[config.mk]
export PLATFORM = sky130hd
export DESIGN_NAME = upCore
export DESIGN_NICKNAME = d
export VERILOG_FILES = /design/src/source/upPkg.sv /design/src/source/upCore.sv /design/src/source/upDecode.sv /design/src/source/upExecute.sv /design/src/source/upMemory.sv /design/src/source/upResult.sv /design/src/source/upSequencer.sv
export SDC_FILE = /design/constraint.sdc
export NUM_CORES = 2
export LEC_CHECK = 0
export BUFFER_PORTS_ARGS = -buffer_cell sky130_fd_sc_hd__buf_2
export CAP_MARGIN = 20
export CORE_UTILIZATION = 45
export CTS_CLUSTER_DIAMETER = 80
export DETAILED_ROUTE_END_ITERATION = 16
export RECOVER_POWER = 100
export REMOVE_ABC_BUFFERS = 1
export SKIP_LAST_GASP = 1
export SLEW_MARGIN = 20
export SYNTH_ARGS = -nofsm -noshare
export SYNTH_HDL_FRONTEND = slang
export SYNTH_SLANG_ARGS = --single-unit
[constraint.sdc]
create_clock -name clk -period 7.45 [get_ports clk]
set_input_delay 1.49 -clock clk [delete_from_list [all_inputs] [get_ports clk]]
set_output_delay 1.49 -clock clk [all_outputs]
set_load 0.01 [all_outputs]
[src/source/upPkg.sv]
`default_nettype none

package upPkg;

	// ~~~~~~~~~~~~~~~~~~~~~~~~~~~~~~~~~~~~~~
	// Instruction byte
	// ~~~~~~~~~~~~~~~~~~~~~~~~~~~~~~~~~~~~~~

	typedef struct packed {
		logic [1:0] cls;
		logic [2:0] aluOp;
		logic immediate;	// Operand is the byte itself.
		logic [1:0] spare;
	} aluForm_t;

	typedef struct packed {
		logic [1:0] cls;
		logic [1:0] cond;
		logic [3:0] spare;
	} branchForm_t;

	typedef union packed {
		aluForm_t aluForm;
		branchForm_t branchForm;
	} instr_u;

	localparam logic [1:0] classAlu = 2'b00;
	localparam logic [1:0] classBranch = 2'b01;
	localparam logic [1:0] classHalt = 2'b11;

	localparam logic [2:0] opLoad = 3'd0;
	localparam logic [2:0] opAdd = 3'd1;
	localparam logic [2:0] opSub = 3'd2;
	localparam logic [2:0] opAnd = 3'd3;
	localparam logic [2:0] opOr = 3'd4;
	localparam logic [2:0] opXor = 3'd5;
	localparam logic [2:0] opStore = 3'd6;

	localparam logic [1:0] condAlways = 2'd0;
	localparam logic [1:0] condZero = 2'd1;
	localparam logic [1:0] condCarry = 2'd2;
	localparam logic [1:0] condNegative = 2'd3;

	// ~~~~~~~~~~~~~~~~~~~~~~~~~~~~~~~~~~~~~~
	// Internal buses
	// ~~~~~~~~~~~~~~~~~~~~~~~~~~~~~~~~~~~~~~

	typedef enum logic [1:0] {
		phaseFetch,
		phaseOperand,
		phaseExecute
	} phase_t;

	typedef struct packed {
		logic isAlu;	// Writes acc and flags.
		logic [2:0] aluOp;
		logic immediate;
		logic isStore;
		logic isBranch;
		logic [1:0] cond;
		logic isHalt;
	} decoded_t;

	typedef struct packed {
		logic zero;
		logic carry;
		logic negative;
	} flags_t;

	typedef struct packed {
		logic [7:0] value;
		flags_t newFlags;
		logic writeAcc;
		logic writeFlags;
		logic takeBranch;
		logic doStore;
		logic doHalt;
		logic [7:0] target;
	} execOut_t;

	typedef struct packed {
		logic [7:0] addr;
		logic [7:0] data;
		logic we;
	} memReq_t;

	localparam logic [7:0] testAddr = 8'd96;

	// load #5, add #3, store 96, halt.
	localparam logic [7:0] bootImage [0:255] = '{
		0: 8'h04,
		1: 8'h05,
		2: 8'h0C,
		3: 8'h03,
		4: 8'h30,
		5: 8'h60,
		6: 8'hC0,
		7: 8'h00,
		default: 8'h00
	};

endpackage

`default_nettype wire

[src/source/upCore.sv]
`timescale 1ns/10ps
`default_nettype none

module upCore import upPkg::*; (
	input wire clk,
	input wire nRst,
	input wire loadEn,
	input wire [7:0] loadAddr,
	input wire [7:0] loadData,
	output logic [7:0] testByte,
	output logic [7:0] acc,
	output logic halted
);

	memReq_t memReq;
	logic [7:0] rdData;
	instr_u instr;
	logic [7:0] operand;
	decoded_t decoded;
	execOut_t result;
	logic [7:0] pc;
	flags_t flags;
	logic commit;
	logic restart;

	upSequencer sequencer (
		.clk(clk),
		.nRst(nRst),
		.loadEn(loadEn),
		.loadAddr(loadAddr),
		.loadData(loadData),
		.pc(pc),
		.acc(acc),
		.rdData(rdData),
		.decoded(decoded),
		.halted(halted),
		.instr(instr),
		.operand(operand),
		.memReq(memReq),
		.commit(commit),
		.restart(restart)
	);

	upDecode decode (
		.instr(instr),
		.decoded(decoded)
	);

	upExecute execute (
		.decoded(decoded),
		.operand(operand),
		.rdData(rdData),
		.acc(acc),
		.flags(flags),
		.result(result)
	);

	upResult resultRegs (
		.clk(clk),
		.nRst(nRst),
		.commit(commit),
		.restart(restart),
		.result(result),
		.pc(pc),
		.acc(acc),
		.flags(flags),
		.halted(halted)
	);

	upMemory memory (
		.clk(clk),
		.nRst(nRst),
		.memReq(memReq),
		.rdData(rdData),
		.testByte(testByte)
	);

endmodule

`default_nettype wire

[src/source/upDecode.sv]
`timescale 1ns/10ps
`default_nettype none

module upDecode import upPkg::*; (
	input wire instr_u instr,
	output decoded_t decoded
);

	// The class field sits at the same bits in both views.
	always_comb begin
		decoded = '0;
		case (instr.aluForm.cls)
			classAlu: begin
				if (instr.aluForm.aluOp == opStore) begin
					decoded.isStore = !instr.aluForm.immediate;	// Store #imm is a nop.
				end else if (instr.aluForm.aluOp <= opXor) begin
					decoded.isAlu = 1'b1;
					decoded.aluOp = instr.aluForm.aluOp;
					decoded.immediate = instr.aluForm.immediate;
				end
			end
			classBranch: begin
				decoded.isBranch = 1'b1;
				decoded.cond = instr.branchForm.cond;
			end
			classHalt: begin
				decoded.isHalt = 1'b1;
			end
			default: begin
				decoded = '0;	// Reserved class.
			end
		endcase
	end

endmodule

`default_nettype wire

[src/source/upExecute.sv]
`timescale 1ns/10ps
`default_nettype none

module upExecute import upPkg::*; (
	input wire decoded_t decoded,
	input wire [7:0] operand,
	input wire [7:0] rdData,
	input wire [7:0] acc,
	input wire flags_t flags,
	output execOut_t result
);

	logic [7:0] srcB;
	logic [8:0] sum;
	logic condMet;

	assign srcB = decoded.immediate ? operand : rdData;

	// ~~~~~~~~~~~~~~~~~~~~~~~~~~~~~~~~~~~~~~
	// ALU
	// ~~~~~~~~~~~~~~~~~~~~~~~~~~~~~~~~~~~~~~

	always_comb begin
		sum = {1'b0, acc};
		case (decoded.aluOp)
			opLoad: sum = {flags.carry, srcB};	// Carry passes through.
			opAdd: sum = {1'b0, acc} + {1'b0, srcB};
			opSub: sum = {1'b0, acc} - {1'b0, srcB};	// Bit 8 is the borrow.
			opAnd: sum = {1'b0, acc & srcB};
			opOr: sum = {1'b0, acc | srcB};
			opXor: sum = {1'b0, acc ^ srcB};
			default: sum = {flags.carry, acc};
		endcase
	end

	always_comb begin
		case (decoded.cond)
			condAlways: condMet = 1'b1;
			condZero: condMet = flags.zero;
			condCarry: condMet = flags.carry;
			default: condMet = flags.negative;
		endcase
	end

	always_comb begin
		result = '0;
		result.value = sum[7:0];
		result.newFlags.zero = (sum[7:0] == 8'd0);
		result.newFlags.carry = sum[8];
		result.newFlags.negative = sum[7];
		result.writeAcc = decoded.isAlu;
		result.writeFlags = decoded.isAlu;
		result.takeBranch = decoded.isBranch && condMet;
		result.doStore = decoded.isStore;
		result.doHalt = decoded.isHalt;
		result.target = operand;
	end

endmodule

`default_nettype wire

[src/source/upMemory.sv]
`timescale 1ns/10ps
`default_nettype none

module upMemory import upPkg::*; (
	input wire clk,
	input wire nRst,
	input wire memReq_t memReq,
	output logic [7:0] rdData,
	output logic [7:0] testByte
);

	logic [7:0] mem [0:255];

	assign rdData = mem[memReq.addr];	// Asynchronous read.
	assign testByte = mem[testAddr];

	always_ff @(posedge clk or negedge nRst) begin
		if (!nRst) begin
			for (int i = 0; i < 256; i++) begin
				mem[i] <= bootImage[i];
			end
		end else if (memReq.we) begin
			mem[memReq.addr] <= memReq.data;
		end
	end

endmodule

`default_nettype wire

[src/source/upResult.sv]
`timescale 1ns/10ps
`default_nettype none

module upResult import upPkg::*; (
	input wire clk,
	input wire nRst,
	input wire commit,
	input wire restart,
	input wire execOut_t result,
	output logic [7:0] pc,
	output logic [7:0] acc,
	output flags_t flags,
	output logic halted
);

	always_ff @(posedge clk or negedge nRst) begin
		if (!nRst) begin
			pc <= 8'd0;
			acc <= 8'd0;
			flags <= '0;
			halted <= 1'b0;
		end else if (restart) begin
			pc <= 8'd0;	// Loader restarts the program.
			acc <= 8'd0;
			flags <= '0;
			halted <= 1'b0;
		end else if (commit) begin
			if (result.writeAcc) begin
				acc <= result.value;
			end
			if (result.writeFlags) begin
				flags <= result.newFlags;
			end
			if (result.doHalt) begin
				halted <= 1'b1;	// pc holds on halt.
			end else if (result.takeBranch) begin
				pc <= result.target;
			end else begin
				pc <= pc + 8'd2;
			end
		end
	end

endmodule

`default_nettype wire

[src/source/upSequencer.sv]
`timescale 1ns/10ps
`default_nettype none

module upSequencer import upPkg::*; (
	input wire clk,
	input wire nRst,
	input wire loadEn,
	input wire [7:0] loadAddr,
	input wire [7:0] loadData,
	input wire [7:0] pc,
	input wire [7:0] acc,
	input wire [7:0] rdData,
	input wire decoded_t decoded,
	input wire halted,
	output instr_u instr,
	output logic [7:0] operand,
	output memReq_t memReq,
	output logic commit,
	output logic restart
);

	phase_t phase;

	always_ff @(posedge clk or negedge nRst) begin
		if (!nRst) begin
			phase <= phaseFetch;
		end else if (loadEn) begin
			phase <= phaseFetch;
		end else begin
			case (phase)
				phaseFetch: if (!halted) phase <= phaseOperand;	// Frozen when halted.
				phaseOperand: phase <= phaseExecute;
				default: phase <= phaseFetch;
			endcase
		end
	end

	// Opcode and operand latches.
	always_ff @(posedge clk) begin
		if (phase == phaseFetch) begin
			instr <= instr_u'(rdData);
		end
		if (phase == phaseOperand) begin
			operand <= rdData;
		end
	end

	// ~~~~~~~~~~~~~~~~~~~~~~~~~~~~~~~~~~~~~~
	// Memory request
	// ~~~~~~~~~~~~~~~~~~~~~~~~~~~~~~~~~~~~~~

	always_comb begin
		memReq.addr = pc;
		memReq.data = acc;
		memReq.we = 1'b0;
		if (loadEn) begin
			memReq.addr = loadAddr;	// Loader overrides the core.
			memReq.data = loadData;
			memReq.we = 1'b1;
		end else begin
			case (phase)
				phaseOperand: memReq.addr = pc + 8'd1;
				phaseExecute: begin
					memReq.addr = operand;
					memReq.we = decoded.isStore;
				end
				default: memReq.addr = pc;
			endcase
		end
	end

	assign commit = (phase == phaseExecute);
	assign restart = loadEn;

endmodule

`default_nettype wire

; Yosys cells after proc, flatten, opt, wreduce, memory -nomap -nowiden
; Index checks and enable logic that the tools add are counted.
[word_totals]
ff_bits = 2086
inputBits = 19
output_inout_bits = 17
[classes]
addsub = 4
magnitude_cmp = 3
n_eq_ne = 15
n_mux = 36
bitwise = 4
n_reduce_logical = 16
[op_table]
columns = op, count
row1 = bitwise mux 2048 bit, 1
row2 = two-way mux 8 bit, 13
row3 = binary-select mux 8 bit (select 8 bit), 1
row4 = demux 8 bit (select 8 bit), 1
row5 = case mux 9 bit (6 select lines), 1
row6 = case mux 8 bit (2 select lines), 1
row7 = two-way mux 3 bit, 4
row8 = two-way mux 5 bit, 2
row9 = adder 8 x 8 -> 9 bit, 1
row10 = "equality test 3 bit, second input constant", 3
row11 = "greater-or-equal comparator 9 bit, second input constant", 1
row12 = "less-than comparator 9 x 1 -> 1 bit, second input constant", 1
row13 = NOT 8 -> 9 bit, 1
row14 = subtractor 8 x 8 -> 9 bit, 1
row15 = "adder 8 x 1 -> 8 bit, second input constant", 1
row16 = "adder 8 x 2 -> 8 bit, second input constant", 1
row17 = bitwise AND 8 bit, 1
row18 = zero test 8 bit, 1
row19 = bitwise OR 8 bit, 1
row20 = bitwise XOR 8 bit, 1
row21 = two-way mux 1 bit, 7
row22 = "equality test 2 x 1 -> 1 bit, second input constant", 3
row23 = "equality test 2 bit, second input constant", 3
row24 = "equality test 3 x 2 -> 1 bit, second input constant", 2
row25 = other kinds (16), 25

; Logic depth before layout (Yosys ltp)
[depth]
word_depth = 14
mapped_depth = 36
mapped_depth_nobuf = 30

; By module
; A second synthesis with hierarchy kept.
[unflattened]
cells_unflattened = 6263
hier_area_um2 = 96146.0
[by_module_without_submodules]
columns = module, instances, cells_per_inst, area_per_inst_um2
row1 = upMemory, 1, 5830, 92458.7
row2 = upExecute, 1, 208, 1508.9
row3 = upSequencer, 1, 103, 1086.0
row4 = upResult, 1, 111, 1008.5
row5 = upDecode, 1, 11, 83.8

; Worst setup path before layout
; OpenSTA, ideal clock, no wires.
[synth_timing]
path_kind = input-to-reg
from = input port loadEn
to = register resultRegs.flags[2] (netlist name)
arrival_ns = 6.634
slack_ns = 0.725
cell_stages = 33
path_buffers = 7
cell_sequence = buf_6 > or3b_4 > nand2_2 > nor2_8 > buf_8 > buf_6 > buf_6 > buf_4 > buf_4 > buf_4 > a31oi_1 > o22ai_1 > o31ai_1 > nor4_4 > a31oi_2 > inv_1 > ha_1 > nand2_1 > o21ai_0 > inv_1 > ha_1 > nor2b_1 > o21ai_0 > nand2b_1 > a21o_1 > a21o_1 > a21o_1 > a21oi_1 > xor2_1 > o21ai_0 > a21oi_1 > nand4_1 > o31ai_2
[synth_between]
elab_chain_cells = 12
word_cells_on_any_way = 19
cone_classes = 2 x add/sub / 9 x mux / 4 x bitwise / 4 x reduce/logical
[synth_rtl]
columns = element, line_no
row1 = from (decl), upCore.sv:7  ; input wire loadEn,
row2 = two-way mux 8 bit, upSequencer.sv:56  ; if (loadEn) begin
row3 = NOT 8 -> 9 bit (not written as such), upMemory.sv:14  ; assign rdData = mem[memReq.addr];
row4 = binary-select mux 8 bit (select 8 bit), upMemory.sv:14
row5 = two-way mux 8 bit (not written as such) (2 in series), upMemory.sv:14
row6 = two-way mux 8 bit, upExecute.sv:17  ; assign srcB = decoded.immediate ? operand : rdData;
row7 = subtractor 8 x 8 -> 9 bit (tied with other cells), upExecute.sv:28  ; opSub: sum = {1'b0, acc} - {1'b0, srcB};
row8 = case mux 9 bit (6 select lines), upExecute.sv:25  ; case (decoded.aluOp)
row9 = zero test 8 bit, upExecute.sv:48  ; result.newFlags.zero = (sum[7:0] == 8'd0);
row10 = two-way mux 3 bit, upResult.sv:31  ; if (result.writeFlags) begin
row11 = two-way mux 3 bit, upResult.sv:27  ; end else if (commit) begin
row12 = two-way mux 3 bit, upResult.sv:22  ; end else if (restart) begin
; Parallel ways exist; a longest one is shown, timed or not. The select of a mux whose other input is x is not followed.
; A chain may end at the register's enable or synchronous reset.

; Worst setup path after layout
[layout_timing]
from = register sequencer.phase[0]
to = register memory.mem[1838] (netlist bit)
[layout_between]
elab_chain_cells = 9
word_cells_on_any_way = 13
cone_classes = 2 x order compare / 2 x eq/ne / 7 x mux / 1 x bitwise / 1 x reduce/logical
[layout_rtl]
columns = element, line_no
row1 = from (decl), upSequencer.sv:22  ; phase_t phase;
row2 = from (signal assigned), upSequencer.sv:26  ; phase <= phaseFetch;
row3 = from (signal assigned), upSequencer.sv:28  ; phase <= phaseFetch;
row4 = from (signal assigned), upSequencer.sv:31  ; phaseFetch: if (!halted) phase <= phaseOperand;
row5 = equality test 2 bit or equality test 2 x 1 -> 1 bit (tied branches), upSequencer.sv:61  ; case (phase)
row6 = case mux 8 bit (2 select lines), upSequencer.sv:61
row7 = two-way mux 8 bit, upSequencer.sv:56
row8 = NOT 8 -> 9 bit (not written as such), upMemory.sv:23  ; mem[memReq.addr] <= memReq.data;
row9 = greater-or-equal comparator 9 bit (not written as such) or less-than comparator 9 x 1 -> 1 bit (tied branches), upMemory.sv:23
row10 = logical AND 1 bit (not written as such), upMemory.sv:23
row11 = two-way mux 8 bit (not written as such), upMemory.sv:23
row12 = demux 8 bit (select 8 bit), upMemory.sv:23
row13 = bitwise mux 2048 bit, upMemory.sv:23
row14 = "to (signal, indexed assignment)", upMemory.sv:20  ; mem[i] <= bootImage[i];
row15 = "to (signal, indexed assignment)", upMemory.sv:23
row16 = to (decl), upMemory.sv:12  ; logic [7:0] mem [0:255];
; Parallel ways exist; a longest one is shown, timed or not.

==> impl_metrics.json <==
{
  "fin_hold_ws_ps": 474.7,
  "synth_flop_cell": "dfrtp_1",
  "timing.critical_path.buf_inv": 7,
  "cp.arrival_ps": 8130,
  "cpPeakStageDelay_ps": 1480,
  "htreeDepth": 4,
  "ys_seq_area_frac": 0.5486,
  "synth_commonest_cells": "3401 x nand2_1, 2056 x dfrtp_1, 2025 x o21ai_0, 579 x clkbuf_1, 399 x nand3_1",
  "die_area_um2": 213300,
  "worstSetupPathType": "register to register",
  "max_freq_mhz": 134.1,
  "dr.pass1.iters": 6,
  "clock_path_buffers": 3,
  "combPwrFrac": 0.158,
  "dp_slack_ps": -1110,
  "hold_viol": 0,
  "io_buffers": 35,
  "rsz0062_at_grt": "false",
  "antenna_found_initial": 17,
  "worst_slack_ps": -4.492,
  "cts_tree": "built",
  "ant_nets": 0,
  "synth_cells": 10560,
  "async_flop_share": 0.9933,
  "synth_enable_flop_cells": 14,
  "cts_buffers": 218,
  "io_pins": 36,
  "crit_path_top_delay_cell": "clkbuf_1",
  "swShare": 0.2902,
  "synth_area_leaders": "dfrtp_1 54%, nand2_1 13%, o21ai_0 11%, mux4_2 2.7%, clkbuf_1 2.3%",
  "min_path_type": "register to register",
  "die-width_um": 461.9,
  "drt-initial-drc-count": 9472,
  "dp.cells": 13150,
  "switching_power_mw": 8.176,
  "grt_max_degree": 178,
  "violations": "capacitance limit, slew limit, setup timing",
  "finalPower_mw": 28.17,
  "critPathMaxFanout": 29,
  "yosysMostFrequentCell": "nand2_1",
  "path_clk_slew_ps": 60,
  "ys_warn_count": 0,
  "final_nets": 10620,
  "slew_violations": 657,
  "p_clk_frac": 0.408,
  "yosys.cell_types.count": 109,
  "instances_no_fill": 13570,
  "crit_chain": "inv_1 -> ha_4 -> or3b_1 -> clkbuf_4 -> and2_2 -> nand2_8 -> buf_4 -> buf_12 -> clkbuf_1 -> or3_1 -> clkbuf_1 -> nor2_1 -> clkbuf_1 -> nand2_1 -> nand2_1 -> o21ai_0",
  "p_per_area_nw_per_um2": 259.2,
  "grt_pass1_vias": 76330,
  "yosysTopAreaCell": "dfrtp_1",
  "seq_power_share": 0.434,
  "syn_area_per_cell_um2": 9.017,
  "die_y_um": 461.9,
  "critical_path_required_ps": 8120,
  "clkLatencyLatePin_ps": 910,
  "status": "complete, but fails checks",
  "grt_first_pass_wirelength_um": 533400,
  "cp_top_family": "simple AND/OR/NAND/NOR gates",
  "dpl.hpwl_um": 240600,
  "synth-seq-cells": 2083,
  "num_vias": 81230,
  "vias_per_cell": 5.988,
  "ctsHoldBuffers": 0,
  "drc": 0,
  "std_cell_rows": 168,
  "synthToLayoutAreaGrowth_pct": 14.23,
  "power_leakage_nw": 47.05,
  "vdd_ir_drop_max_mv": 0.2705,
  "timing.final.crit_share": 1.001,
  "place_congestion": 0.9914,
  "initial_core_util": 0.4537,
  "relSlewSlack": -2.822,
  "synth_top_cell_area_share": 0.5406,
  "layout-drive-gt1-share": 0.1152,
  "crit_path_end_kind": "register",
  "fin_crit_ps": 7454,
  "crit_top_cell": "clkbuf_1",
  "setup_viol": 1,
  "grt-ovfl-total": 0,
  "fin_skew_ps": 45.32,
  "cap_violations": 30,
  "track_usage": 0.3395,
  "wl_per_cell_um": 26.75,
  "syn_area_um2": 95170,
  "routed_wl_um": 362900,
  "utilization": 0.5182,
  "cts_num_sinks": 2083,
  "p_int_mw": 20.00,
  "start_kind": "register",
  "tightestPinTransition_ps": 5733,
  "ctsRootBufferMaster": "clkbuf_16",
  "core_area_um2": 209800
}
-- area by class of cell --
type,count,area (um2)
Multi-Input combinational cell,7541,39170
Clock buffer,313,6375
Clock inverter,92,1205
Inverter,31,116.4
Antenna cell,10,25.02
Tap cell,2805,3510
Sequential cell,2083,52210
Timing Repair Buffer,690,6100
Fill cell,19560,101100
-- metrics by stage --
step / cell area, um2 / TNS, ps
final: 108700 / -4.492
after floorplan: 91070 / -
after detailed placement: 101300 / -5648
after global placement: 101200 / -7341
after CTS: 108900 / 0
after global routing: 108700 / 0
-- final timing paths --
kind	start	endpoint	slack (ps)	cells past startpoint
worst min-delay path	memory.mem[94]$_DFFE_PN0P_	memory.mem[94]$_DFFE_PN0P_	470	2
worst max-delay path	sequencer.phase[0]$_DFFE_PN0P_	memory.mem[1838]$_DFFE_PN0P_	-4	16
worst min register to register	memory.mem[94]$_DFFE_PN0P_	memory.mem[94]$_DFFE_PN0P_	470	2
worst max register to register	sequencer.phase[0]$_DFFE_PN0P_	memory.mem[1838]$_DFFE_PN0P_	-4	16
min in group asynchronous	nRst	memory.mem[1389]$_DFFE_PN0P_	2990	1
max in group asynchronous	nRst	memory.mem[1127]$_DFFE_PN0P_	680	2
-- flip-flops by register name, indices dropped and copies added, names as in the netlist --
register and flops:
memory.mem 2040, memory.testByte 8, resultRegs.pc 8, sequencer.operand 8
resultRegs.acc 7, sequencer.instr 6, resultRegs.flags 3, sequencer.phase 2
resultRegs.halted 1
-- tightest hold or removal path, cell delays in order, from the launching register on --
cell	delay [ps]
dfrtp_1	340
nand2_1	40
o21ai_0	60
-- timing repair --
action                     CTS  global route
setup endpoints to repair    6             5
buffers inserted             0             0
gates resized for setup     14            35
pin swaps                    2             2
cloned                       0             2
-- power groups by stage --
stage / clock [mW] / combinational [mW] / sequential (mW)
detailed placement: 0 / 4.30 / 12.4
finish: 11.5 / 4.44 / 12.2
CTS: 11.6 / 4.32 / 12.2
global route: 12.0 / 4.69 / 12.3
floorplan: 0 / 2.25 / 12.3
global placement: 0 / 4.25 / 12.4
-- layer usage --
metal  share of wire  wire length, um  GRT usage  up-vias
met5         0.00020               71          0        -
met4           0.056            20400     0.1660       16
met3            0.10            37460    0.08853      901
met2            0.43           154800     0.4900     3896
met1            0.41           150100     0.4731    40260
li1                -                -          -    36160
-- cell usage in the layout, fill, tap and decap left out, drive strengths merged, types with 10 or more instances in the layout --
cell / synthesis / final
mux4: 114 / 114
buf: 321 / 623
nor2: 228 / 228
bufinv: 0 / 20
a31oi: 77 / 77
inv: 30 / 36
and3: 88 / 88
a21o: 16 / 16
o2111a: 10 / 10
a32o: 13 / 13
o21ai: 2030 / 2030
o211ai: 14 / 14
a32oi: 57 / 57
nor4: 15 / 15
dfrtp: 2056 / 2056
nand4: 37 / 37
o22ai: 27 / 27
a21oi: 335 / 335
ha: 33 / 33
clkbuf: 579 / 379
a211o: 13 / 13
nand2: 3403 / 3403
diode: 0 / 10
a211oi: 75 / 75
a221oi: 44 / 44
dfstp: 13 / 13
clkinv: 1 / 61
a22oi: 27 / 27
mux2i: 209 / 209
edfxtp: 14 / 14
a311oi: 57 / 57
nand3: 400 / 400
nor3: 44 / 44
-- logic make-up (layout without fill, tap and decap cells) --
family	count (synthesis)	in the layout	synth area share
and+or+nand+nor	4269	4269	0.1808
AOI/OAI and AO/OA	2897	2897	0.1710
DFF	2083	2083	0.5486
buffers and inverters	931	1126	0.04434
muxes	328	328	0.04955
adders and majority gates	34	34	0.004549
xor gates and xnor gates	13	13	0.001196
other	0	10	0
(Power assumes the default switching activity.)
